File: src/common/cpu_config.svh
`ifndef CPU_CONFIG_SVH
`define CPU_CONFIG_SVH

// RAM depth in 32-bit words
`define MEM_WORDS 512

// APB word address map
`define APB_ADDR_W 10
`define REG_CTRL 10'h200
`define REG_OUT 10'h201

// Longest instruction ends on this step
`define MAX_STEP 7

`endif

File: src/common/cpuTypesPkg.sv
`default_nettype none

`include "cpu_config.svh"

package cpuTypesPkg;

	typedef logic [31:0] word;
	typedef logic [3:0] regIndex;
	typedef logic [$clog2(`MEM_WORDS)-1:0] memAddr;

	// Taken from IR[31:27]
	// opBr covers brzr and brnz, the condition sits in IR[20:19]
	typedef enum logic [4:0] {
		opLd = 5'd0,
		opLdi = 5'd1,
		opSt = 5'd2,
		opAdd = 5'd3,
		opSub = 5'd4,
		opAnd = 5'd5,
		opOr = 5'd6,
		opShr = 5'd7,
		opShl = 5'd8,
		opNeg = 5'd9,
		opNot = 5'd10,
		opAddi = 5'd11,
		opAndi = 5'd12,
		opOri = 5'd13,
		opBr = 5'd14,
		opIn = 5'd15,
		opOut = 5'd16,
		opNop = 5'd17,
		opHalt = 5'd18
	} opcodeT;

endpackage

`default_nettype wire

File: src/common/controlPkg.sv
`default_nettype none

`include "cpu_config.svh"

package controlPkg;

	typedef enum logic [1:0] {
		phaseIdle,
		phaseFetch,
		phaseExecute,
		phaseHalted
	} phaseT;

	typedef logic [$clog2(`MAX_STEP + 1)-1:0] stepT;

	// IR is valid from the step after this one
	localparam stepT lastFetchStep = 3'd2;

endpackage

`default_nettype wire

File: src/common/cpuIfs.sv
`timescale 1ns/10ps
`default_nettype none

interface ctrlIf;
	import cpuTypesPkg::*;

	logic pcIn, irIn, marIn, mdrIn;
	logic yIn, zIn, outIn, conIn;
	logic pcOut, zOut, mdrOut, inOut, cOut;
	logic gra, grb, grc;
	logic rIn, rOut, baOut;
	logic incPc;
	logic memRead, memWrite;
	word ir;
	logic conFlag;

	modport ctl (
		output pcIn, irIn, marIn, mdrIn, yIn, zIn, outIn, conIn,
		output pcOut, zOut, mdrOut, inOut, cOut,
		output gra, grb, grc, rIn, rOut, baOut, incPc, memRead, memWrite,
		input ir, conFlag
	);

	modport dp (
		input pcIn, irIn, marIn, mdrIn, yIn, zIn, outIn, conIn,
		input pcOut, zOut, mdrOut, inOut, cOut,
		input gra, grb, grc, rIn, rOut, baOut, incPc, memRead, memWrite,
		output ir, conFlag
	);
endinterface


`default_nettype wire

File: src/source/controlUnit.sv
`timescale 1ns/10ps
`default_nettype none

module controlUnit (
	input logic clk,
	input logic arstN,
	input logic start,
	input logic busy,
	input controlPkg::stepT step,
	ctrlIf.ctl ctl,
	output logic stepClear,
	output logic running,
	output logic halted
);
	import cpuTypesPkg::*;
	import controlPkg::*;

	phaseT phase;
	opcodeT opcode;
	logic lastStep;
	logic isMemOp, isRegOp, isAluForm;

	assign opcode = opcodeT'(ctl.ir[31:27]);
	assign isMemOp = opcode inside {opLd, opSt};
	assign isRegOp = opcode inside {opAdd, opSub, opAnd, opOr, opShr, opShl, opNeg, opNot};
	assign isAluForm = isMemOp || isRegOp || (opcode inside {opLdi, opAddi, opAndi, opOri});
	assign running = (phase == phaseFetch) || (phase == phaseExecute);
	assign halted = phase == phaseHalted;
	assign stepClear = !running || (lastStep && !busy);

	always_ff @(posedge clk or negedge arstN) begin
		if (!arstN) begin
			phase <= phaseIdle;
		end else begin
			case (phase)
				phaseIdle, phaseHalted: begin
					if (start) begin
						phase <= phaseFetch;
					end
				end
				phaseFetch: begin
					if (step == lastFetchStep) begin
						phase <= phaseExecute;
					end
				end
				phaseExecute: begin
					if (opcode == opHalt) begin
						phase <= phaseHalted;
					end else if (stepClear) begin
						phase <= phaseFetch;
					end
				end
				default: begin
					phase <= phaseIdle;
				end
			endcase
		end
	end

	always_comb begin
		{ctl.pcIn, ctl.irIn, ctl.marIn, ctl.mdrIn} = '0;
		{ctl.yIn, ctl.zIn, ctl.outIn, ctl.conIn} = '0;
		{ctl.pcOut, ctl.zOut, ctl.mdrOut, ctl.inOut, ctl.cOut} = '0;
		{ctl.gra, ctl.grb, ctl.grc, ctl.rIn, ctl.rOut, ctl.baOut} = '0;
		{ctl.incPc, ctl.memRead, ctl.memWrite} = '0;
		lastStep = 1'b0;
		case (phase)
			// Empty bus on start loads PC with 0
			phaseIdle, phaseHalted: begin
				ctl.pcIn = start;
			end
			phaseFetch: begin
				case (step)
					3'd0: begin
						{ctl.pcOut, ctl.marIn, ctl.incPc, ctl.zIn, ctl.pcIn} = '1;
					end
					// Y keeps the new PC for branch targets
					3'd1: begin
						{ctl.memRead, ctl.mdrIn, ctl.pcOut, ctl.yIn} = '1;
					end
					default: begin
						{ctl.mdrOut, ctl.irIn} = '1;
					end
				endcase
			end
			phaseExecute: begin
				if (isAluForm) begin
					case (step)
						3'd3: begin
							{ctl.grb, ctl.rOut, ctl.yIn} = '1;
							ctl.baOut = isMemOp || (opcode == opLdi);
						end
						3'd4: begin
							ctl.zIn = 1'b1;
							ctl.grc = isRegOp;
							ctl.rOut = isRegOp;
							ctl.cOut = !isRegOp;
						end
						3'd5: begin
							ctl.zOut = 1'b1;
							ctl.marIn = isMemOp;
							ctl.gra = !isMemOp;
							ctl.rIn = !isMemOp;
							lastStep = !isMemOp;
						end
						3'd6: begin
							ctl.mdrIn = 1'b1;
							ctl.memRead = opcode == opLd;
							ctl.gra = opcode == opSt;
							ctl.rOut = opcode == opSt;
						end
						3'd7: begin
							ctl.mdrOut = opcode == opLd;
							ctl.gra = opcode == opLd;
							ctl.rIn = opcode == opLd;
							ctl.memWrite = opcode == opSt;
							lastStep = 1'b1;
						end
						default: begin
							lastStep = 1'b0;
						end
					endcase
				end else if (opcode == opBr) begin
					case (step)
						3'd3: begin
							{ctl.gra, ctl.rOut, ctl.conIn} = '1;
						end
						3'd4: begin
							{ctl.cOut, ctl.zIn} = '1;
						end
						default: begin
							ctl.zOut = 1'b1;
							ctl.pcIn = ctl.conFlag;
							lastStep = 1'b1;
						end
					endcase
				end else begin
					ctl.inOut = opcode == opIn;
					ctl.gra = opcode inside {opIn, opOut};
					ctl.rIn = opcode == opIn;
					ctl.rOut = opcode == opOut;
					ctl.outIn = opcode == opOut;
					lastStep = 1'b1;
				end
			end
			default: begin
				lastStep = 1'b0;
			end
		endcase
	end

	busDriverCheck: assert property (@(posedge clk) disable iff (!arstN)
		$onehot0({ctl.pcOut, ctl.zOut, ctl.mdrOut, ctl.inOut, ctl.cOut, ctl.rOut}));

endmodule

`default_nettype wire

File: src/flat_wrapper.sv
// flat-port wrapper written by rule: the top's interface ports become plain ports
module controlUnit_flat import cpuTypesPkg::*; import controlPkg::*;
  (clk, arstN, start, busy, step, stepClear, running, halted, ctl_pcIn, ctl_irIn, ctl_marIn, ctl_mdrIn, ctl_yIn, ctl_zIn, ctl_outIn, ctl_conIn, ctl_pcOut, ctl_zOut, ctl_mdrOut, ctl_inOut, ctl_cOut, ctl_gra, ctl_grb, ctl_grc, ctl_rIn, ctl_rOut, ctl_baOut, ctl_incPc, ctl_memRead, ctl_memWrite, ctl_ir, ctl_conFlag);
  ctrlIf ctl_i ();
  input logic clk;
  input logic arstN;
  input logic start;
  input logic busy;
  input controlPkg::stepT step;
  output logic stepClear;
  output logic running;
  output logic halted;
  output wire logic [$bits(ctl_i.pcIn)-1:0] ctl_pcIn;
  output wire logic [$bits(ctl_i.irIn)-1:0] ctl_irIn;
  output wire logic [$bits(ctl_i.marIn)-1:0] ctl_marIn;
  output wire logic [$bits(ctl_i.mdrIn)-1:0] ctl_mdrIn;
  output wire logic [$bits(ctl_i.yIn)-1:0] ctl_yIn;
  output wire logic [$bits(ctl_i.zIn)-1:0] ctl_zIn;
  output wire logic [$bits(ctl_i.outIn)-1:0] ctl_outIn;
  output wire logic [$bits(ctl_i.conIn)-1:0] ctl_conIn;
  output wire logic [$bits(ctl_i.pcOut)-1:0] ctl_pcOut;
  output wire logic [$bits(ctl_i.zOut)-1:0] ctl_zOut;
  output wire logic [$bits(ctl_i.mdrOut)-1:0] ctl_mdrOut;
  output wire logic [$bits(ctl_i.inOut)-1:0] ctl_inOut;
  output wire logic [$bits(ctl_i.cOut)-1:0] ctl_cOut;
  output wire logic [$bits(ctl_i.gra)-1:0] ctl_gra;
  output wire logic [$bits(ctl_i.grb)-1:0] ctl_grb;
  output wire logic [$bits(ctl_i.grc)-1:0] ctl_grc;
  output wire logic [$bits(ctl_i.rIn)-1:0] ctl_rIn;
  output wire logic [$bits(ctl_i.rOut)-1:0] ctl_rOut;
  output wire logic [$bits(ctl_i.baOut)-1:0] ctl_baOut;
  output wire logic [$bits(ctl_i.incPc)-1:0] ctl_incPc;
  output wire logic [$bits(ctl_i.memRead)-1:0] ctl_memRead;
  output wire logic [$bits(ctl_i.memWrite)-1:0] ctl_memWrite;
  input wire logic [$bits(ctl_i.ir)-1:0] ctl_ir;
  input wire logic [$bits(ctl_i.conFlag)-1:0] ctl_conFlag;
  assign ctl_pcIn = ctl_i.pcIn;
  assign ctl_irIn = ctl_i.irIn;
  assign ctl_marIn = ctl_i.marIn;
  assign ctl_mdrIn = ctl_i.mdrIn;
  assign ctl_yIn = ctl_i.yIn;
  assign ctl_zIn = ctl_i.zIn;
  assign ctl_outIn = ctl_i.outIn;
  assign ctl_conIn = ctl_i.conIn;
  assign ctl_pcOut = ctl_i.pcOut;
  assign ctl_zOut = ctl_i.zOut;
  assign ctl_mdrOut = ctl_i.mdrOut;
  assign ctl_inOut = ctl_i.inOut;
  assign ctl_cOut = ctl_i.cOut;
  assign ctl_gra = ctl_i.gra;
  assign ctl_grb = ctl_i.grb;
  assign ctl_grc = ctl_i.grc;
  assign ctl_rIn = ctl_i.rIn;
  assign ctl_rOut = ctl_i.rOut;
  assign ctl_baOut = ctl_i.baOut;
  assign ctl_incPc = ctl_i.incPc;
  assign ctl_memRead = ctl_i.memRead;
  assign ctl_memWrite = ctl_i.memWrite;
  assign ctl_i.ir = ctl_ir;
  assign ctl_i.conFlag = ctl_conFlag;
  controlUnit u_core (.clk(clk), .arstN(arstN), .start(start), .busy(busy), .step(step), .ctl(ctl_i), .stepClear(stepClear), .running(running), .halted(halted));
endmodule
File: config.mk
export PLATFORM = sky130hd
export DESIGN_NAME = controlUnit_flat
export DESIGN_NICKNAME = d
export VERILOG_FILES = /design/src/common/cpuTypesPkg.sv /design/src/common/controlPkg.sv /design/src/common/cpuIfs.sv /design/src/source/controlUnit.sv /design/src/flat_wrapper.sv
export VERILOG_INCLUDE_DIRS = /design/src /design/src/common
export SDC_FILE = /design/constraint.sdc
export NUM_CORES = 1
export LEC_CHECK = 0
export BUFFER_PORTS_ARGS = -buffer_cell sky130_fd_sc_hd__buf_2
export CORE_ASPECT_RATIO = 0.75
export CORE_UTILIZATION = 40
export CTS_CLUSTER_SIZE = 8
export DETAILED_ROUTE_END_ITERATION = 16
export PLACE_DENSITY = 0.85
export SETUP_SLACK_MARGIN = 0.3
export SLEW_MARGIN = 20
export SYNTH_ARGS = -nofsm -noshare
export SYNTH_HDL_FRONTEND = slang
export SYNTH_SLANG_ARGS = --single-unit
File: constraint.sdc
create_clock -name clk -period 5.7 [get_ports clk]
set_clock_uncertainty 0.2 [all_clocks]
set_input_delay 0.57 -clock clk [delete_from_list [all_inputs] [get_ports clk]]
set_output_delay 0.57 -clock clk [all_outputs]
set_load 0.1 [all_outputs]
==> reports/qor.csv <==
metric;value;unit
status;finished, final reports clean;
Core ar.;1580;um^2
Setup TNS;0;ns
CTS max path bufs;2;
Pre-Repair DR Iteration Count;4;
clock sinks;2;
Least-Margin Pin Slew;0.608;ns
CTS tree;yes;
WL/cell;13.6;um
die width;50.9;um
CP Capture Type;output port;
FF-to-FF setup slack;3.74;ns
relative slew slack;59.1;%
Post-Syn Area;718;um^2
post-route ant nets;0;
initial antenna violation count;0;
final hold violations;0;
Power per Cell Area;538;nW/um^2
I/O Buffers;37;
CP required;4.93;ns
hold crit path type;reg -> reg;
Overflow after GRT;0;
final HPWL from detailed placement;1710;um
Iteration-0 DRC Markers;36;
async set or reset register ratio after synthesis;100;%
RePlAce Congestion;0.870;
Final Cycle Share;57.1;%
Ant. Diodes;0;
most common cell after layout, fill and taps aside;buf_2;
fmax;307;MHz
Total Wirelength;2200;um
sequential element share of the synthesized area;6.97;%
Top reg by flops;u_core.phase;
CP endpoint;ctl_mdrOut;
post-synthesis cell type count;43;
wire length on met1;965;um
# nets final;186;
hold slack;0.419;ns
DR DRC count;0;
most frequent cells in the layout;buf_2 (37), nor2_1 (14), a21oi_1 (8);
met3 WL;156;um
I/O pin total;65;
DR top layer;met4;
Layout area overhead;28.2;%
Setup CP Type;reg -> out;
CP Max Fanout;8;
die area;1970;um^2
R2R depth;7;
Post-synth top flop;dfrtp_1;
vias in the first global route;792;
Synth Warn #;0;
Setup crit start;u_core.phase[0]$_DFFE_PN0P_;
largest net degree at the start of global routing;17;
Row Count;12;
H-tree depth;1;
first-pass GRT wire length;3570;um
Pleak;0.479;nW
Post-Synthesis Cells;108;
Post-synth EDFFs;0;
hold path depth;2;
Post-CTS Setup Inserts;0;
share of layout cells above drive strength 1;34.3;%
r2r startpoint;u_core.phase[0]$_DFFE_PN0P_;
crit path DAT;2.48;ns
Total GRT Usage;24.7;%
Critical Path Start Type;flop;
Clock Tree Root;clkbuf_4;
via count;924;
Syn Area/Cell;6.65;um^2
Mapped Nets;152;
Worst-path clk slew;0.03;ns
DR WL met2;1030;um
Slew Viols, Final;0;
CTS buffer count;3;
reg-to-reg endpoint;u_core.phase[0]$_DFFE_PN0P_;
Post-CTS Hold Buffers;1;
clock latency on the worst-skew pair;0.22;ns
Seq cells post-synth;2;
RSZ-0062 raised after global routing;false;
vias per inst;5.74;
Max Cap Violations;0;
Starting Density;45.6;%
number of setup violations in the final report;0;
max reg flops;2;
cts repair resizes;0;
top flop regs;u_core.phase x2;
Final min period;3.25;ns
peak supply drop;0.467;mV
DIE HEIGHT;38.7;um
[synthesized netlist by cell type (3+ instances only)]
cell	count	share of area, %
inv_1	6	3.1
o211ai_1	3	3.1
nor4_1	3	2.6
o21ai_0	3	2.1
nand3_1	6	4.2
a21oi_1	8	5.6
nand2b_1	3	2.6
nand2_1	6	3.1
buf_2	3	2.1
ha_1	4	7.0
and3_1	3	2.6
clkbuf_1	4	2.1
nor2_1	14	7.3
nor2b_1	3	2.6
[through the flow]
stage	cells	power [mW]	area, um^2	util, %	worst slack [ns]
3_5_place_dp	157	0.462	888	56.3	2.71
4_1_cts	161	0.495	921	58.4	2.46
5_1_grt	161	0.519	921	58.4	2.20
3_3_place_gp	157	0.453	888	56.3	2.76
6_report	161	0.495	921	58.4	2.45
2_1_floorplan	108	0.404	729	-	-0.0460
[kinds of logic after synthesis]
family,Yosys count,synth area share (%)
mux,1,1.39
simple gates,54,41.6
buf+inv,15,10.5
flops,2,6.97
fa+ha+maj,4,6.97
xor+xnor,3,3.66
compound gates,29,28.9
[how the worst min path moves through the flow]
stage,start,to
final,u_core.phase[0]$_DFFE_PN0P_,u_core.phase[0]$_DFFE_PN0P_
after global routing,u_core.phase[0]$_DFFE_PN0P_,u_core.phase[0]$_DFFE_PN0P_
after CTS,u_core.phase[0]$_DFFE_PN0P_,u_core.phase[0]$_DFFE_PN0P_
after detailed placement,arstN,u_core.phase[0]$_DFFE_PN0P_
after global placement,arstN,u_core.phase[1]$_DFFE_PN0P_
after floorplan,arstN,u_core.phase[0]$_DFFE_PN0P_
[cell type report]
type	count	area, um^2
Fill cell	147	656
Multi-Input combinational cell	91	604
Timing Repair Buffer	38	195
Sequential cell	2	50.0
Tap cell	21	26.3
Clock buffer	3	22.5
Inverter	6	22.5
[metal layers]
metal / up-vias / GRT usage [%]
li1: 457 / -
met2: 47 / 38.2
met1: 414 / 32.2
met5: - / 0
met3: 6 / 1.96
met4: 0 / 18.8
[power by group]
| part | internal [mW] | switching, mW | total (mW) |
|---|---|---|---|
| combinational | 0.0797 | 0.357 | 0.437 |
| clock | 0.0231 | 0.00731 | 0.0304 |
| sequential | 0.0210 | 0.00691 | 0.0280 |
[critical path, stage by stage, from the launching register on]
cell and delay [ns]:
dfrtp_1 0.40, inv_1 0.09, ha_1 0.31, nor2b_1 0.27
and2_1 0.23, nand2_1 0.12, nor4_1 0.27, o21a_1 0.15
buf_2 0.41
Note: power is estimated with default switching activity, not from simulation.
