`src/common/cpu_config.svh`:
```
`ifndef CPU_CONFIG_SVH
`define CPU_CONFIG_SVH

// RAM depth in 32-bit words
`define MEM_WORDS 512

// APB word address map
`define APB_ADDR_W 10
`define REG_CTRL 10'h200
`define REG_OUT 10'h201

// Longest instruction ends on this step
`define MAX_STEP 7

`endif

```
`src/common/controlPkg.sv`:
```
`default_nettype none

`include "cpu_config.svh"

package controlPkg;

	typedef enum logic [1:0] {
		phaseIdle,
		phaseFetch,
		phaseExecute,
		phaseHalted
	} phaseT;

	typedef logic [$clog2(`MAX_STEP + 1)-1:0] stepT;

	// IR is valid from the step after this one
	localparam stepT lastFetchStep = 3'd2;

endpackage

`default_nettype wire

```
`src/source/stepCounter.sv`:
```
`timescale 1ns/10ps
`default_nettype none

`include "cpu_config.svh"

module stepCounter (
	input logic clk,
	input logic arstN,
	input logic clear,
	input logic hold,
	output controlPkg::stepT step
);
	import controlPkg::*;

	always_ff @(posedge clk or negedge arstN) begin
		if (!arstN) begin
			step <= '0;
		end else if (clear) begin
			step <= '0;
		end else if (!hold) begin
			step <= step + stepT'(1);
		end
	end

	// Count must not wrap past the last step
	maxStepCheck: assert property (@(posedge clk) disable iff (!arstN)
		(step == stepT'(`MAX_STEP)) && !hold |-> clear);

endmodule

`default_nettype wire

```
`config.mk`:
```
export PLATFORM = sky130hd
export DESIGN_NAME = stepCounter
export DESIGN_NICKNAME = d
export VERILOG_FILES = /design/src/common/controlPkg.sv /design/src/source/stepCounter.sv
export VERILOG_INCLUDE_DIRS = /design/src /design/src/common
export SDC_FILE = /design/constraint.sdc
export NUM_CORES = 1
export LEC_CHECK = 0
export BUFFER_PORTS_ARGS = -buffer_cell sky130_fd_sc_hd__buf_2
export CORE_AREA = 8 8 45 47
export DETAILED_ROUTE_END_ITERATION = 16
export DIE_AREA = 0 0 53 55
export GPL_TIMING_DRIVEN = 0
export REMOVE_ABC_BUFFERS = 1
export SLEW_MARGIN = 20
export SYNTH_ARGS = -nofsm -noshare
export SYNTH_HDL_FRONTEND = slang
export SYNTH_SLANG_ARGS = --single-unit
```
`constraint.sdc`:
```
create_clock -name clk -period 2.55 [get_ports clk]
set_input_delay 0.51 -clock clk [delete_from_list [all_inputs] [get_ports clk]]
set_output_delay 0.51 -clock clk [all_outputs]
set_load 0.02 [all_outputs]
```
==> reports/metrics.cfg, run 1 <==
[grt]
grt-ovfl-total=0
antenna_found_initial=0
track_usage_pct=3.118
grt_max_degree=5
grt_pass1_vias=118
grt_pass1_wl_um=489

[run_status]
status=finished clean

[detailed_routing]
vias_per_cell=3.105
totalWireLength_um=304
drc=0
firstDrtPassIters=1
wire_per_inst_um=8.000
drtIter0Drc=0
drtAntennaViolNets=0
num_vias=118

[yosys]
seq_area_frac_synth_pct=51.72
synth_cell_types=7
synth_top_area_share_pct=51.72
netlist_instances=12
synth_largest_area_cell=dfrtp_1
synthTopCellsByArea=dfrtp_1 (52%), mux2_4 (10%), ha_1 (8.6%)
netlist_area_um2=145.1
ys_seq_elements=3
synth_warnings=0
avgSynthCellArea_um2=12.09

[clock_tree]
h-tree-depth=1
path_clk_slew_ns=0.04
clockBufferDepth=2
worstSkewPairLatency_ns=0.23
cts_resized=0
tritoncts=built
post-cts-setup-buffers=0
cts-buffers-inserted=3
cts.sinks=3
hold_buffers=0
root_buffer=clkbuf_4

[pwr]
swShare_pct=23.88
switching_power_uw=37.04
p_seq_share_pct=34.6
powerDensity_nw_per_um2=700.4
intPower_uw=118.1
ir_drop_mv=0.08924
comb_power_share_pct=12.8
clkPwrFrac_pct=52.6
cellLeakagePower_uw=0.0001202

[placed_design]
dp_hpwl_um=257
gp_congestion=0.6615
place_inst=34
portBuffers=6

[setup_path]
regToRegSetupSlack_ns=1.41
critPathTopFamily=flip-flops
arrival_ns=0.79
r2r_cells=3
r2r-end=step[2]
cp.required_ns=2.04
path_cells=buf_2
cp.depth=1
cp-end-kind=primary output
cp_slowest_stage_delay_ns=0.39
path_max_fanout=3
startpoint_type=flop
crit_buf_inv=1
startpoint=step[0]
crit_slowest_cell=dfrtp_1
rr_startpoint=step[0]
critPathKind=reg -> out
cp-endpoint=step[0]

[sta]
finalCritPeriodShare_pct=51.04
final_max_slew_viol_count=0
layout_min_cycle_time_ns=1.302
fmax_ghz=0.7683
hold_violations=0
tightest_slew_ns=0.1441
max_slew_margin_pct=90.12
setup_viol=0
fin_worst_skew_ns=0.003433
rsz0062_at_grt=no
tns_ns=0

[cells_and_area]
mostFrequentLayoutCells=buf_2 (6), nor2_1 (3), clkbuf_4 (3), dfrtp_1 (3), nor2b_1 (2)
layout_commonest_cell=buf_2
largest_reg_flops=3
diodes=0
stdcell_count=38
area_delta_synth_final_pct=52.59
top_register=step
biggestRegsByFlops=step (3)
layout.nets=28
drive_gt1_share_pct=45.45

[floorplanning]
num_rows=14
core_area_um2=1384
die_x_um=53
io_pins=7
die_area_um2=2915
start_util_pct=10.49
die_height_um=55

[flow_run]
maxCapViolations=0

[hold_path]
hp-class=in -> async

==> stage by stage <==
| step | hold slack, ns | power, uW | util, % | setup WS (ns) | cell area, um^2 |
|---|---|---|---|---|---|
| 4_1_cts | 0.05756 | 161.1 | 16.00 | 1.230 | 221.5 |
| 3_5_place_dp | 0.3095 | 74.49 | 14.10 | 1.322 | 195.2 |
| 2_1_floorplan | 0.2144 | 65.29 | - | 1.341 | 145.1 |
| 5_1_grt | 0.04834 | 169.4 | 16.00 | 1.207 | 221.5 |
| 3_3_place_gp | 0.3074 | 73.83 | 14.10 | 1.309 | 195.2 |
| 6_report | 0.06662 | 155.1 | 16.00 | 1.248 | 221.5 |
==> layout make-up <==
class                           instances  area [um^2]
Clock buffer                            4        26.28
Fill cell                             151         1162
Multi-Input combinational cell          9        70.07
Sequential cell                         3        75.07
Tap cell                               16        20.02
Timing Repair Buffer                    6        30.03
==> kinds of logic (layout without fill, tap and decap cells) <==
kind of cell,count (synthesis),after routing,share of synthesized area [%]
DFF,3,3,51.72
buffers and inverters,0,10,0
and+or+nand+nor,5,5,16.38
xor gates and xnor gates,1,1,6.036
adders and majority gates,1,1,8.619
muxes,2,2,17.24
==> how the worst min path moves through the flow <==
stage / slack (ns) / end / cells after the start
floorplan: 0.21 / step[0] / 0
global placement: 0.31 / step[2] / 1
detailed placement: 0.31 / step[2] / 1
CTS: 0.06 / step[1] / 1
global route: 0.05 / step[1] / 1
finish: 0.07 / step[1] / 1
==> power by group through the flow <==
stage          Combinational, uW  Clock, uW  Sequential (uW)
2_1_floorplan               6.81          0             58.5
3_3_place_gp                19.6          0             54.2
3_5_place_dp                20.1          0             54.4
4_1_cts                     20.2       87.0             53.9
5_1_grt                     21.7       93.6             54.1
6_report                    19.8       81.6             53.7
==> metal layers <==
layer | vias to the layer above | wire [um] | track usage (%)
li1 | 59 | - | -
met5 | - | 0 | 0
met1 | 55 | 111 | 1.677
met2 | 4 | 153 | 3.711
met3 | 0 | 40 | 4.011
met4 | 0 | 0 | 5.172
==> synth_stat cells, drive strengths merged <==
master,count
dfrtp,3
ha,1
mux2,1
mux2i,1
nor2,3
nor2b,2
xor2,1
(Power assumes the default switching activity.)
==> inputs of run 2 (changes only) <==
clock period = 1.2 ns   (was 2.55 ns; I/O delays follow)
==> reports/metrics.cfg, run 2 (same netlist as run 1, synthesis figures left out) <==
[run_status]
status=finished clean

[setup_path]
regToRegSetupSlack_ns=0.06  ; -1.35 ns
crit_slowest_cell=dfrtp_1
cp_slowest_stage_delay_ns=0.39  ; about the same
cp.required_ns=1.31  ; -0.73 ns
startpoint_type=flop
path_cells=ha_2, nor2b_2, mux2_4
r2r-end=step[2]
path_max_fanout=3  ; unchanged
r2r_cells=3  ; unchanged
rr_startpoint=step[0]
critPathKind=reg -> reg
cp-end-kind=flop
arrival_ns=1.25  ; +0.46 ns

[pwr]
comb_power_share_pct=13.5  ; +0.7 points
intPower_uw=253.6  ; +110%
swShare_pct=23.91  ; +0.027 points
ir_drop_mv=0.1959  ; +120%
p_total_uw=333.2  ; +110%
switching_power_uw=79.67  ; +120%
cellLeakagePower_uw=0.0001218  ; +1.4%
powerDensity_nw_per_um2=1409  ; +100%
p_seq_share_pct=34.4  ; -0.2 points
clkPwrFrac_pct=52.1  ; -0.5 points

[hold_path]
min_to=step[1]
whs_path_depth=2
worstHoldStart=clear
hp-class=in -> reg

[clock_tree]
cts-buffers-inserted=3  ; unchanged
root_buffer=clkbuf_4
h-tree-depth=1  ; unchanged
tritoncts=built
path_clk_slew_ns=0.04  ; about the same
cts.sinks=3  ; unchanged
clockBufferDepth=2  ; unchanged
worstSkewPairLatency_ns=0.23  ; about the same

[sta]
setup_viol=0  ; unchanged
finalCritPeriodShare_pct=95.28
tightest_slew_ns=0.1339  ; -0.01021 ns
final_max_slew_viol_count=0  ; unchanged
hold_violations=0  ; unchanged
max_slew_margin_pct=90.82  ; +0.70 points
fmax_ghz=0.8747
fin_worst_skew_ns=0.003155  ; -0.0002780 ns
timing.final.ws_setup_ns=0.05670  ; -1.192 ns
layout_min_cycle_time_ns=1.143

[detailed_routing]
totalWireLength_um=328  ; +7.9%
drc=0  ; unchanged
vias_per_cell=3.179  ; +2.4%
num_vias=124  ; +5.1%
wire_per_inst_um=8.410  ; +5.1%
firstDrtPassIters=1  ; unchanged
drtAntennaViolNets=0  ; unchanged
drtIter0Drc=0  ; unchanged

[cells_and_area]
biggestRegsByFlops=step (3)
layout_commonest_cell=buf_2
mostFrequentLayoutCells=buf_2 (6), nor2_1 (3), clkbuf_4 (3), dfrtp_1 (3)
fillCellCount=152  ; +0.66%
top_register=step
diodes=0  ; unchanged
area_delta_synth_final_pct=62.93
drive_gt1_share_pct=52.17  ; +6.7 points
largest_reg_flops=3  ; unchanged
layout.nets=29  ; +3.6%

[floorplanning]
num_rows=14  ; unchanged
io_pins=7  ; unchanged
start_util_pct=10.49  ; unchanged
die_x_um=53  ; unchanged
die_height_um=55  ; unchanged
core_area_um2=1384  ; unchanged
die_area_um2=2915  ; unchanged

[flow_run]
maxCapViolations=0  ; unchanged

[grt]
track_usage_pct=3.228  ; +0.11 points
grt_pass1_vias=124  ; +5.1%
grt_pass1_wl_um=517  ; +5.7%
antenna_found_initial=0  ; unchanged
grt_max_degree=5  ; unchanged
grt-ovfl-total=0  ; unchanged

[placed_design]
place_ws_ns=0.06811  ; -1.254 ns
portBuffers=6  ; unchanged
gp_congestion=0.6615  ; unchanged
dp_hpwl_um=257  ; unchanged

[run 2: cell types whose count changed in the layout (fill, tap and decap cells not counted), sizes merged]
cell	change
dlygate4sd3	+1
[run 2: final cells by class]
cell class                 count  area [um^2]  share of cell area [%]
tap                           16        20.02                   8.466
clock buffer                   4        26.28                   11.11
multi-input combinational      9        75.07                   31.75
sequential                     3        75.07                   31.75
timing repair buffer           7        40.04                   16.93
[run 2: how the worst max path moves through the flow]
| stage | start | end | slack [ns] | depth (start not counted) |
|---|---|---|---|---|
| after floorplan | step[0] | step[2] | -0.009 | 3 |
| after global placement | step[0] | step[2] | 0.07 | 3 |
| after detailed placement | step[0] | step[2] | 0.07 | 3 |
| after CTS | step[0] | step[2] | 0.04 | 3 |
| after global routing | step[0] | step[2] | -0.005 | 3 |
| final | step[0] | step[2] | 0.06 | 3 |
[run 2: what timing repair did]
item,4_1_cts,5_1_grt
hold buffers,1,0
buffers inserted,0,0
gates resized for setup,0,2
endpoints found under the setup margin,0,1
hold endpoints to repair,3,0
[run 2: layer usage]
metal  wire (um)  track usage [%]  vias to the layer above
met5           0                0                        -
met4           0            5.172                        0
met3          40            4.011                        0
met2         173            3.906                        4
met1         114            1.829                       59
li1            -                -                       61
[run 2: power by group through the flow]
stage	clock, uW	combinational (uW)	sequential [uW]
after floorplan	0	14.5	124
after global placement	0	41.7	115
after detailed placement	0	42.6	116
after CTS	185	45.3	115
after global routing	199	50.1	115
final	174	45.1	115
[run 2: critical path, delay by kind of cell (launching register included)]
kind / cells / cell delay, ns
adders and majority gates: 1 / 0.18
DFF: 1 / 0.39
muxes: 1 / 0.29
and+or+nand+nor: 1 / 0.15
[run 2: metrics by stage]
step / instances / utilization, % / hold WS, ns / area, um^2 / setup TNS (ns)
after global placement: 34 / 14.10 / 0.03737 / 195.2 / 0
final: 39 / 17.09 / 0.2073 / 236.5 / 0
after floorplan: 12 / - / -0.05559 / 145.1 / -0.008861
after CTS: 39 / 16.73 / 0.1986 / 231.5 / 0
after detailed placement: 34 / 14.10 / 0.03951 / 195.2 / 0
after global routing: 39 / 17.09 / 0.1935 / 236.5 / -0.004809
==> inputs of run 3 (changes only) <==
GPL_TIMING_DRIVEN = default   (was 0)
RECOVER_POWER = 25   (was default)
==> reports/metrics.cfg, run 3 (same netlist as run 1, synthesis figures left out) <==
[detailed_routing]
wire_per_inst_um=8.128  ; -3.4%
num_vias=116  ; -6.5%
totalWireLength_um=317  ; -3.4%
firstDrtPassIters=2  ; +1
drc=0  ; unchanged
drtIter0Drc=1  ; +1
vias_per_cell=2.974  ; -6.5%
drtAntennaViolNets=0  ; unchanged

[sta]
final_max_slew_viol_count=0  ; unchanged
fin_worst_skew_ns=0.004213  ; +0.001058 ns
max_slew_margin_pct=91.31  ; +0.49 points
finalCritPeriodShare_pct=96.19  ; +0.91 points
rsz0062_at_grt=no
layout_min_cycle_time_ns=1.154  ; +0.01097 ns
setup_viol=0  ; unchanged
fin_hold_ws_ns=0.2076  ; +0.0003460 ns
tightest_slew_ns=0.1267  ; -0.007121 ns
fmax_ghz=0.8663  ; -0.95%
hold_violations=0  ; unchanged

[hold_path]
hp-class=in -> reg

[setup_path]
crit_slowest_cell=dfrtp_1
path_max_fanout=3  ; unchanged
cp_slowest_stage_delay_ns=0.40  ; about the same
arrival_ns=1.26  ; about the same
startpoint_type=flop
path_cells=ha_1, nor2b_2, mux2_4
cp-end-kind=flop
critPathTopFamily=flip-flops
cp.required_ns=1.31  ; about the same
crit_buf_inv=0  ; unchanged
critPathKind=reg -> reg

[cells_and_area]
seqCellArea_um2=75.07  ; unchanged
fillCellCount=156  ; +2.6%
mostFrequentLayoutCells=buf_2 (5), nor2_1 (3), clkbuf_4 (3), dfrtp_1 (3), clkbuf_1 (2)
top_register=step
diodes=0  ; unchanged
layout_commonest_cell=buf_2
biggestRegsByFlops=step (3)
area_delta_synth_final_pct=60.34
layout.nets=29  ; unchanged
fin_util_pct=16.82  ; -0.27 points
drive_gt1_share_pct=43.48  ; -8.7 points
multi_input_area_um2=72.57  ; -3.3%
stdcell_count=39  ; unchanged
largest_reg_flops=3  ; unchanged

[clock_tree]
path_clk_slew_ns=0.04  ; about the same
root_buffer=clkbuf_4
worstSkewPairLatency_ns=0.23  ; about the same
h-tree-depth=1  ; unchanged
tritoncts=built
cts-buffers-inserted=3  ; unchanged
cts.sinks=3  ; unchanged
clockBufferDepth=2  ; unchanged

[grt]
track_usage_pct=2.898  ; -0.33 points
grt_pass1_vias=145  ; +17%
grt_max_degree=5  ; unchanged
antenna_found_initial=0  ; unchanged
grt_pass1_wl_um=503  ; -2.7%
grt-ovfl-total=0  ; unchanged

[placed_design]
gp_congestion=0.6448  ; -2.5%
place_inst=34  ; unchanged
portBuffers=6  ; unchanged

[floorplanning]
die_height_um=55  ; unchanged
die_x_um=53  ; unchanged
num_rows=14  ; unchanged
io_pins=7  ; unchanged
core_area_um2=1384  ; unchanged
start_util_pct=10.49  ; unchanged
die_area_um2=2915  ; unchanged

[run_status]
status=finished clean

[pwr]
cellLeakagePower_uw=0.0001216  ; -0.20%
powerDensity_nw_per_um2=1422  ; +0.88%
ir_drop_mv=0.2480  ; +27%

[flow_run]
maxCapViolations=0  ; unchanged

[run 3: worst paths after layout]
kind,startpoint,to,slack [ns],cells past startpoint
max in group asynchronous,arstN,step[2],0.70,2
max reg2reg,step[0],step[2],0.05,3
min,clear,step[1],0.21,2
min reg2reg,step[1],step[1],0.55,2
min in group asynchronous,arstN,step[1],0.35,2
max,step[0],step[2],0.05,3
[run 3: report_power, final]
part | internal (uW) | switching (uW)
Combinational | 19.6 | 24.6
Clock | 124 | 47.9
Sequential | 109 | 5.70
Total | 253 | 78.2
[run 3: area by class of cell]
cell class / count / share of cell area [%]
clock buffers: 4 / 11.29
multi-input cells: 9 / 31.18
repair buffers: 7 / 16.67
flip-flops and latches: 3 / 32.26
well taps: 16 / 8.602
[run 3: through the flow]
stage | setup slack (ns) | instance area [um^2] | setup TNS [ns] | total power (uW)
2_1_floorplan | -0.008861 | 145.1 | -0.008861 | 138.7
3_3_place_gp | 0.06915 | 195.2 | 0 | 157.0
3_5_place_dp | 0.06470 | 195.2 | 0 | 158.6
4_1_cts | 0.04956 | 231.5 | 0 | 343.0
5_1_grt | 0.0004372 | 232.7 | 0 | 349.8
6_report | 0.04572 | 232.7 | 0 | 330.9
[run 3: what timing repair did]
action / in CTS / in global routing
resized for setup: 0 / 1
hold buffers: 1 / 0
hold endpoints to repair: 3 / 0
endpoints found under the setup margin: 0 / 1
buffers inserted: 0 / 0
[run 3: worst register-to-register path: stages, from the launching register on]
cell and delay, ns:
dfrtp_1 0.40, ha_1 0.20, nor2b_2 0.15, mux2_4 0.29
[run 3: per-layer routing]
layer | vias to the layer above | share of wire (%) | GRT usage, %
met1 | 52 | 35 | 1.674
li1 | 60 | - | -
met5 | - | 0 | 0
met4 | 0 | 0 | 5.172
met2 | 4 | 49 | 4.102
met3 | 0 | 15 | 2.406
