[src/common/cpu_config.svh]
`ifndef CPU_CONFIG_SVH
`define CPU_CONFIG_SVH

// RAM depth in 32-bit words
`define MEM_WORDS 512

// APB word address map
`define APB_ADDR_W 10
`define REG_CTRL 10'h200
`define REG_OUT 10'h201

// Longest instruction ends on this step
`define MAX_STEP 7

`endif

[src/common/cpuTypesPkg.sv]
`default_nettype none

`include "cpu_config.svh"

package cpuTypesPkg;

	typedef logic [31:0] word;
	typedef logic [3:0] regIndex;
	typedef logic [$clog2(`MEM_WORDS)-1:0] memAddr;

	// Taken from IR[31:27]
	// opBr covers brzr and brnz, the condition sits in IR[20:19]
	typedef enum logic [4:0] {
		opLd = 5'd0,
		opLdi = 5'd1,
		opSt = 5'd2,
		opAdd = 5'd3,
		opSub = 5'd4,
		opAnd = 5'd5,
		opOr = 5'd6,
		opShr = 5'd7,
		opShl = 5'd8,
		opNeg = 5'd9,
		opNot = 5'd10,
		opAddi = 5'd11,
		opAndi = 5'd12,
		opOri = 5'd13,
		opBr = 5'd14,
		opIn = 5'd15,
		opOut = 5'd16,
		opNop = 5'd17,
		opHalt = 5'd18
	} opcodeT;

endpackage

`default_nettype wire

[src/common/cpuIfs.sv]
`timescale 1ns/10ps
`default_nettype none

interface ctrlIf;
	import cpuTypesPkg::*;

	logic pcIn, irIn, marIn, mdrIn;
	logic yIn, zIn, outIn, conIn;
	logic pcOut, zOut, mdrOut, inOut, cOut;
	logic gra, grb, grc;
	logic rIn, rOut, baOut;
	logic incPc;
	logic memRead, memWrite;
	word ir;
	logic conFlag;

	modport ctl (
		output pcIn, irIn, marIn, mdrIn, yIn, zIn, outIn, conIn,
		output pcOut, zOut, mdrOut, inOut, cOut,
		output gra, grb, grc, rIn, rOut, baOut, incPc, memRead, memWrite,
		input ir, conFlag
	);

	modport dp (
		input pcIn, irIn, marIn, mdrIn, yIn, zIn, outIn, conIn,
		input pcOut, zOut, mdrOut, inOut, cOut,
		input gra, grb, grc, rIn, rOut, baOut, incPc, memRead, memWrite,
		output ir, conFlag
	);
endinterface

interface memIf;
	import cpuTypesPkg::*;

	memAddr addr;
	word wData;
	logic read;
	logic write;
	word rData;
	logic busy;

	modport cpu (output addr, wData, read, write, input rData, busy);
	modport mem (input addr, wData, read, write, output rData, busy);
endinterface

`default_nettype wire

[src/datapath/registerFile.sv]
`timescale 1ns/10ps
`default_nettype none

module registerFile (
	input logic clk,
	input logic arstN,
	input logic [15:0] writeEnable,
	input logic [15:0] readEnable,
	input logic baOut,
	input cpuTypesPkg::word busIn,
	output cpuTypesPkg::word readData
);
	import cpuTypesPkg::*;

	word regs [16];

	always_ff @(posedge clk or negedge arstN) begin
		if (!arstN) begin
			for (int i = 0; i < 16; i++) begin
				regs[i] <= '0;
			end
		end else begin
			for (int i = 0; i < 16; i++) begin
				if (writeEnable[i]) begin
					regs[i] <= busIn;
				end
			end
		end
	end

	// R0 reads as zero when it is a base address
	always_comb begin
		readData = '0;
		for (int i = 0; i < 16; i++) begin
			if (readEnable[i] && !(i == 0 && baOut)) begin
				readData = readData | regs[i];
			end
		end
	end

	enableCheck: assert property (@(posedge clk) disable iff (!arstN)
		$onehot0(writeEnable) && $onehot0(readEnable));

endmodule

`default_nettype wire

[src/datapath/aluUnit.sv]
`timescale 1ns/10ps
`default_nettype none

module aluUnit (
	input cpuTypesPkg::opcodeT opcode,
	input logic incPc,
	input cpuTypesPkg::word a,
	input cpuTypesPkg::word b,
	output cpuTypesPkg::word result
);
	import cpuTypesPkg::*;

	always_comb begin
		if (incPc) begin
			result = b + word'(1);
		end else begin
			case (opcode)
				// Address sums use the same adder
				opAdd, opAddi, opLd, opLdi, opSt, opBr: begin
					result = a + b;
				end
				opSub: begin
					result = a - b;
				end
				opAnd, opAndi: begin
					result = a & b;
				end
				opOr, opOri: begin
					result = a | b;
				end
				opShr: begin
					result = a >> b[4:0];
				end
				opShl: begin
					result = a << b[4:0];
				end
				// Unary ops take Y
				opNeg: begin
					result = -a;
				end
				opNot: begin
					result = ~a;
				end
				default: begin
					result = '0;
				end
			endcase
		end
	end

endmodule

`default_nettype wire

[src/datapath/datapath.sv]
`timescale 1ns/10ps
`default_nettype none

module datapath (
	input logic clk,
	input logic arstN,
	ctrlIf.dp dp,
	memIf.cpu mem,
	input cpuTypesPkg::word inPort,
	output cpuTypesPkg::word outPort
);
	import cpuTypesPkg::*;

	word bus, pc, ir, mdr, y, z;
	word inReg, cSext, regData, aluResult;
	memAddr mar;
	regIndex field;
	logic [15:0] regSelect;
	logic [2:0] busSel;
	logic conBit, conFlag;

	assign dp.ir = ir;
	assign dp.conFlag = conFlag;
	assign mem.addr = mar;
	assign mem.wData = mdr;
	assign mem.read = dp.memRead;
	assign mem.write = dp.memWrite;
	assign cSext = {{13{ir[18]}}, ir[18:0]};

	// Ra, Rb or Rc out of the IR
	always_comb begin
		if (dp.gra) begin
			field = ir[26:23];
		end else if (dp.grb) begin
			field = ir[22:19];
		end else if (dp.grc) begin
			field = ir[18:15];
		end else begin
			field = '0;
		end
	end
	assign regSelect = 16'b1 << field;

	registerFile regFile (
		.clk,
		.arstN,
		.writeEnable({16{dp.rIn}} & regSelect),
		.readEnable({16{dp.rOut}} & regSelect),
		.baOut(dp.baOut),
		.busIn(bus),
		.readData(regData)
	);

	aluUnit alu (
		.opcode(opcodeT'(ir[31:27])),
		.incPc(dp.incPc),
		.a(y),
		.b(bus),
		.result(aluResult)
	);

	// Bus encoder, then the mux
	always_comb begin
		if (dp.rOut) begin
			busSel = 3'd1;
		end else if (dp.pcOut) begin
			busSel = 3'd2;
		end else if (dp.zOut) begin
			busSel = 3'd3;
		end else if (dp.mdrOut) begin
			busSel = 3'd4;
		end else if (dp.inOut) begin
			busSel = 3'd5;
		end else if (dp.cOut) begin
			busSel = 3'd6;
		end else begin
			busSel = 3'd0;
		end
	end

	always_comb begin
		case (busSel)
			3'd1: bus = regData;
			3'd2: bus = pc;
			3'd3: bus = z;
			3'd4: bus = mdr;
			3'd5: bus = inReg;
			3'd6: bus = cSext;
			default: bus = '0;
		endcase
	end

	// Branch condition on the Ra value
	always_comb begin
		case (ir[20:19])
			2'd0: conBit = bus == '0;
			2'd1: conBit = bus != '0;
			default: conBit = 1'b0;
		endcase
	end

	always_ff @(posedge clk or negedge arstN) begin
		if (!arstN) begin
			pc <= '0;
			ir <= '0;
			mar <= '0;
			mdr <= '0;
			y <= '0;
			z <= '0;
			inReg <= '0;
			outPort <= '0;
			conFlag <= 1'b0;
		end else begin
			inReg <= inPort;
			if (dp.pcIn) begin
				pc <= dp.incPc ? aluResult : bus;
			end
			if (dp.irIn) begin
				ir <= bus;
			end
			if (dp.marIn) begin
				mar <= memAddr'(bus);
			end
			if (dp.mdrIn) begin
				mdr <= dp.memRead ? mem.rData : bus;
			end
			if (dp.yIn) begin
				y <= bus;
			end
			if (dp.zIn) begin
				z <= aluResult;
			end
			if (dp.outIn) begin
				outPort <= bus;
			end
			if (dp.conIn) begin
				conFlag <= conBit;
			end
		end
	end

endmodule

`default_nettype wire

[src/flat_wrapper.sv]
// flat-port wrapper written by rule: the top's interface ports become plain ports
module datapath_flat import cpuTypesPkg::*;
  (clk, arstN, inPort, outPort, dp_pcIn, dp_irIn, dp_marIn, dp_mdrIn, dp_yIn, dp_zIn, dp_outIn, dp_conIn, dp_pcOut, dp_zOut, dp_mdrOut, dp_inOut, dp_cOut, dp_gra, dp_grb, dp_grc, dp_rIn, dp_rOut, dp_baOut, dp_incPc, dp_memRead, dp_memWrite, dp_ir, dp_conFlag, mem_addr, mem_wData, mem_read, mem_write, mem_rData, mem_busy);
  ctrlIf dp_i ();
  memIf mem_i ();
  input logic clk;
  input logic arstN;
  input cpuTypesPkg::word inPort;
  output cpuTypesPkg::word outPort;
  input wire logic [$bits(dp_i.pcIn)-1:0] dp_pcIn;
  input wire logic [$bits(dp_i.irIn)-1:0] dp_irIn;
  input wire logic [$bits(dp_i.marIn)-1:0] dp_marIn;
  input wire logic [$bits(dp_i.mdrIn)-1:0] dp_mdrIn;
  input wire logic [$bits(dp_i.yIn)-1:0] dp_yIn;
  input wire logic [$bits(dp_i.zIn)-1:0] dp_zIn;
  input wire logic [$bits(dp_i.outIn)-1:0] dp_outIn;
  input wire logic [$bits(dp_i.conIn)-1:0] dp_conIn;
  input wire logic [$bits(dp_i.pcOut)-1:0] dp_pcOut;
  input wire logic [$bits(dp_i.zOut)-1:0] dp_zOut;
  input wire logic [$bits(dp_i.mdrOut)-1:0] dp_mdrOut;
  input wire logic [$bits(dp_i.inOut)-1:0] dp_inOut;
  input wire logic [$bits(dp_i.cOut)-1:0] dp_cOut;
  input wire logic [$bits(dp_i.gra)-1:0] dp_gra;
  input wire logic [$bits(dp_i.grb)-1:0] dp_grb;
  input wire logic [$bits(dp_i.grc)-1:0] dp_grc;
  input wire logic [$bits(dp_i.rIn)-1:0] dp_rIn;
  input wire logic [$bits(dp_i.rOut)-1:0] dp_rOut;
  input wire logic [$bits(dp_i.baOut)-1:0] dp_baOut;
  input wire logic [$bits(dp_i.incPc)-1:0] dp_incPc;
  input wire logic [$bits(dp_i.memRead)-1:0] dp_memRead;
  input wire logic [$bits(dp_i.memWrite)-1:0] dp_memWrite;
  output wire logic [$bits(dp_i.ir)-1:0] dp_ir;
  output wire logic [$bits(dp_i.conFlag)-1:0] dp_conFlag;
  output wire logic [$bits(mem_i.addr)-1:0] mem_addr;
  output wire logic [$bits(mem_i.wData)-1:0] mem_wData;
  output wire logic [$bits(mem_i.read)-1:0] mem_read;
  output wire logic [$bits(mem_i.write)-1:0] mem_write;
  input wire logic [$bits(mem_i.rData)-1:0] mem_rData;
  input wire logic [$bits(mem_i.busy)-1:0] mem_busy;
  assign dp_i.pcIn = dp_pcIn;
  assign dp_i.irIn = dp_irIn;
  assign dp_i.marIn = dp_marIn;
  assign dp_i.mdrIn = dp_mdrIn;
  assign dp_i.yIn = dp_yIn;
  assign dp_i.zIn = dp_zIn;
  assign dp_i.outIn = dp_outIn;
  assign dp_i.conIn = dp_conIn;
  assign dp_i.pcOut = dp_pcOut;
  assign dp_i.zOut = dp_zOut;
  assign dp_i.mdrOut = dp_mdrOut;
  assign dp_i.inOut = dp_inOut;
  assign dp_i.cOut = dp_cOut;
  assign dp_i.gra = dp_gra;
  assign dp_i.grb = dp_grb;
  assign dp_i.grc = dp_grc;
  assign dp_i.rIn = dp_rIn;
  assign dp_i.rOut = dp_rOut;
  assign dp_i.baOut = dp_baOut;
  assign dp_i.incPc = dp_incPc;
  assign dp_i.memRead = dp_memRead;
  assign dp_i.memWrite = dp_memWrite;
  assign dp_ir = dp_i.ir;
  assign dp_conFlag = dp_i.conFlag;
  assign mem_addr = mem_i.addr;
  assign mem_wData = mem_i.wData;
  assign mem_read = mem_i.read;
  assign mem_write = mem_i.write;
  assign mem_i.rData = mem_rData;
  assign mem_i.busy = mem_busy;
  datapath u_core (.clk(clk), .arstN(arstN), .dp(dp_i), .mem(mem_i), .inPort(inPort), .outPort(outPort));
endmodule
[config.mk]
export PLATFORM = sky130hd
export DESIGN_NAME = datapath_flat
export DESIGN_NICKNAME = d
export VERILOG_FILES = /design/src/common/cpuTypesPkg.sv /design/src/common/cpuIfs.sv /design/src/datapath/registerFile.sv /design/src/datapath/aluUnit.sv /design/src/datapath/datapath.sv /design/src/flat_wrapper.sv
export VERILOG_INCLUDE_DIRS = /design/src /design/src/common
export SDC_FILE = /design/constraint.sdc
export NUM_CORES = 2
export LEC_CHECK = 0
export ABC_AREA = 1
export BUFFER_PORTS_ARGS = -buffer_cell sky130_fd_sc_hd__buf_2
export CORE_ASPECT_RATIO = 0.5
export CORE_UTILIZATION = 50
export DETAILED_ROUTE_END_ITERATION = 16
export PLACE_DENSITY_LB_ADDON = 0.15
export SLEW_MARGIN = 20
export SYNTH_ARGS = -nofsm -noshare
export SYNTH_HDL_FRONTEND = slang
export SYNTH_HIERARCHICAL = 1
export SYNTH_SLANG_ARGS = --single-unit
[constraint.sdc]
create_clock -name clk -period 5.4 [get_ports clk]
set_clock_uncertainty 0.2 [all_clocks]
set_input_delay 1.35 -clock clk [delete_from_list [all_inputs] [get_ports clk]]
set_output_delay 1.35 -clock clk [all_outputs]
set_load 0.01 [all_outputs]
==> results.cfg <==
[floorplanning]
die_w_um = 422.6
start_util_pct = 50.94
row_count = 76
core_um2 = 86820
ios = 197
die_h_um = 212.3
die_area_um2 = 89710

[detailed_routing]
via_count = 43760
wirelength_mm = 180.6
drtIter0Drc = 5662
viasPerCell = 5.852
remaining_drc_errors = 0
post_drt_wl_per_cell_um = 24.15
postRouteAntennaNets = 0
firstDrtPassIters = 6

[sta]
finalHoldViolations = 0
max_freq_ghz = 0.1619
setup_slack_ns = -0.7756
worst_pin_slew_ns = 1.106
rsz0062_at_grt = true
tns_ns = -37.43
timing.slew.headroom_pct = 26.29
post-route-min-period_ns = 6.176
drv_slew = 0
period_share_pct = 114.4
setup-violations-final = 64

[power_and_ir_drop]
p_per_area_nw_per_um2 = 521.4
sw_frac_of_total_pct = 43.77
p_sw_mw = 13.02
seqPwrFrac_pct = 30.6
internal_power_mw = 16.72
p_clk_share_pct = 17.2
p_leak_nw = 28.63
finalPower_mw = 29.74
combPwrFrac_pct = 52.2
ir_drop_mv = 0.2888

[synth]
yosysSeqAreaShare_pct = 42.21
yosys.area.top_type_share_pct = 42.21
synth_top_flop_cell = dfrtp_1
synth_cell_type_count = 56
syn_avg_cell_area_um2 = 7.945
synth-edff-count = 0
syn_nets = 5693
syn_area_um2 = 44220
synthArstFlopShare_pct = 100.0
synth_most_common_cell = nand2_1
yosys_warnings = 6
synth.ff_latch_count = 746
synth_area_leaders = dfrtp_1 42%, nand2_1 14%, mux2_2 11%
synthTopCellsByCount = 1670 x nand2_1, 746 x dfrtp_1, 645 x nand3_1
synth_top_area_cell = dfrtp_1
synthCells = 5566

[clock_tree]
cts-root-buf = clkbuf_16
htreeDepth = 3
cts_made_buffers = 72
cts_tree = built
path_clk_slew_ns = 0.06
cts.path.max_buffers = 3
clk_latency_ns = 0.65
hold_buffers = 0
cts_num_sinks = 746

[placement]
dpl.cell_count = 7250
dpl.hpwl_mm = 126.6
port_buffers = 193
gp_congestion = 1.037

[status]
violations = setup timing
outcome = complete, but fails checks

[job]
cap_violations = 0

[final_layout]
antennaDiodeCount = 0
final_layout_size_suffix_gt1_share_pct = 35.79
syn_to_final_growth_pct = 28.98
fill_cells = 7222
instances_no_fill = 7477
fin_nets = 6391

[global_route]
grt_antenna_before_repair = 1
grt_pass1_wl_mm = 266.7
grt_max_degree = 117
grt-ovfl-total = 0
first_global_vias = 41950
track_usage_pct = 39.39

[worst_setup_path]
startpoint_type = primary input
critPathCaptureType = flip-flop
worstSetupPathType = in -> reg
slowest_delay_ns = 0.31
cp_slowest_cell = ha_4
worstPathArrival_ns = 6.50
path_max_fanout = 6
required_ns = 5.72

[worst_hold_path]
min_path_type = reg -> reg
==> cells by family (layout without fill, tap and decap cells) <==
family / count (synthesis) / after routing / share of synthesized area, %
mux: 481 / 481 / 12.68
xor+xnor: 38 / 38 / 0.7526
buf+inv: 759 / 1497 / 8.338
fa+ha+maj: 38 / 38 / 1.092
compound gates: 576 / 576 / 6.748
simple gates: 2928 / 2931 / 28.18
flops: 746 / 746 / 42.21
==> area by class of cell <==
| cell class | instances | area [µm²] | share of cell area, % |
|---|---|---|---|
| Sequential cell | 746 | 18670 | 32.73 |
| Clock inverter | 18 | 284.0 | 0.4979 |
| Inverter | 440 | 1722 | 3.018 |
| Timing Repair Buffer | 940 | 7533 | 13.21 |
| Multi-Input combinational cell | 4064 | 25340 | 44.43 |
| Clock buffer | 99 | 2026 | 3.551 |
| Tap cell | 1170 | 1464 | 2.566 |
==> metal layers <==
| layer | wire, µm | vias up | GRT usage, % |
|---|---|---|---|
| met5 | 0 | - | 0 |
| met4 | 6497 | 0 | 12.72 |
| met3 | 17460 | 367 | 7.532 |
| met2 | 79380 | 2216 | 60.39 |
| met1 | 77230 | 21620 | 56.14 |
| li1 | - | 19560 | - |
==> path summary, 6_finish.rpt <==
kind | from | endpoint | slack, ns | depth (start not counted)
max | dp_gra | u_core/z[28]$_DFFE_PN0P_ | -0.78 | 47
min | u_core/outPort[1]$_DFFE_PN0P_ | u_core/outPort[1]$_DFFE_PN0P_ | 0.29 | 2
max reg2reg | u_core/dp.ir[19]$_DFFE_PN0P_ | u_core/z[31]$_DFFE_PN0P_ | -0.35 | 41
min reg2reg | u_core/outPort[1]$_DFFE_PN0P_ | u_core/outPort[1]$_DFFE_PN0P_ | 0.29 | 2
max in group asynchronous | arstN | u_core/regFile/regs[193]$_DFFE_PN0P_ | 3.22 | 3
min in group asynchronous | arstN | u_core/regFile/regs[456]$_DFFE_PN0P_ | 0.59 | 1
==> placed cells by master (no fill, tap or decap), types with 93 or more instances in the layout <==
| cell type | synthesis | final |
|---|---|---|
| nand2_1 | 1670 | 1489 |
| buf_2 | 130 | 189 |
| nand3_2 | 5 | 93 |
| buf_4 | 17 | 645 |
| nand2_2 | 14 | 152 |
| o21ai_0 | 434 | 388 |
| nor2_4 | 14 | 125 |
| inv_1 | 406 | 329 |
| mux2_2 | 429 | 421 |
| nand3_1 | 645 | 518 |
| dfrtp_1 | 746 | 746 |
| nor2_1 | 386 | 258 |
==> registers in the layout (all words and copies together), names as in the netlist, 32 cells and up <==
name,flops
u_core/mem.wData,32
u_core/z,32
u_core/y,32
u_core/dp.ir,32
u_core/outPort,32
u_core/pc,32
u_core/regFile/regs,512
u_core/inReg,32
==> critical path: cells and delay by family <==
family / cells / cell delay (ns)
simple gates: 28 / 2.57
compound gates: 2 / 0.38
fa+ha+maj: 1 / 0.31
buf+inv: 14 / 1.46
mux: 1 / 0.26
xor+xnor: 1 / 0.17
==> per-stage QoR <==
step                      worst slack (ns)  cell area [µm²]  hold slack [ns]  utilization, %
after detailed placement            -2.392            50110           0.2688           57.72
after global placement              -2.357            50110           0.2650           57.72
after floorplan                    -0.8550            44450           0.2534               -
after CTS                          -0.7258            55020           0.2842           63.38
after global routing               -0.9677            57040           0.3060           65.70
final                              -0.7756            57040           0.2869           65.70
==> timing repair <==
action,4_1_cts,5_1_grt
endpoints found under the setup margin,64,64
pin swaps,190,263
gates cloned,11,5
gates resized for setup,451,428
setup buffers,65,41
==> power groups by stage <==
stage	Sequential [mW]	Clock, mW	Combinational (mW)
2_1_floorplan	8.59	0	7.05
3_3_place_gp	8.97	0	12.7
3_5_place_dp	9.06	0	12.8
4_1_cts	9.01	5.14	14.2
5_1_grt	9.29	5.37	16.4
6_report	9.11	5.10	15.5
No activity file was read; power rests on OpenSTA's default activity.
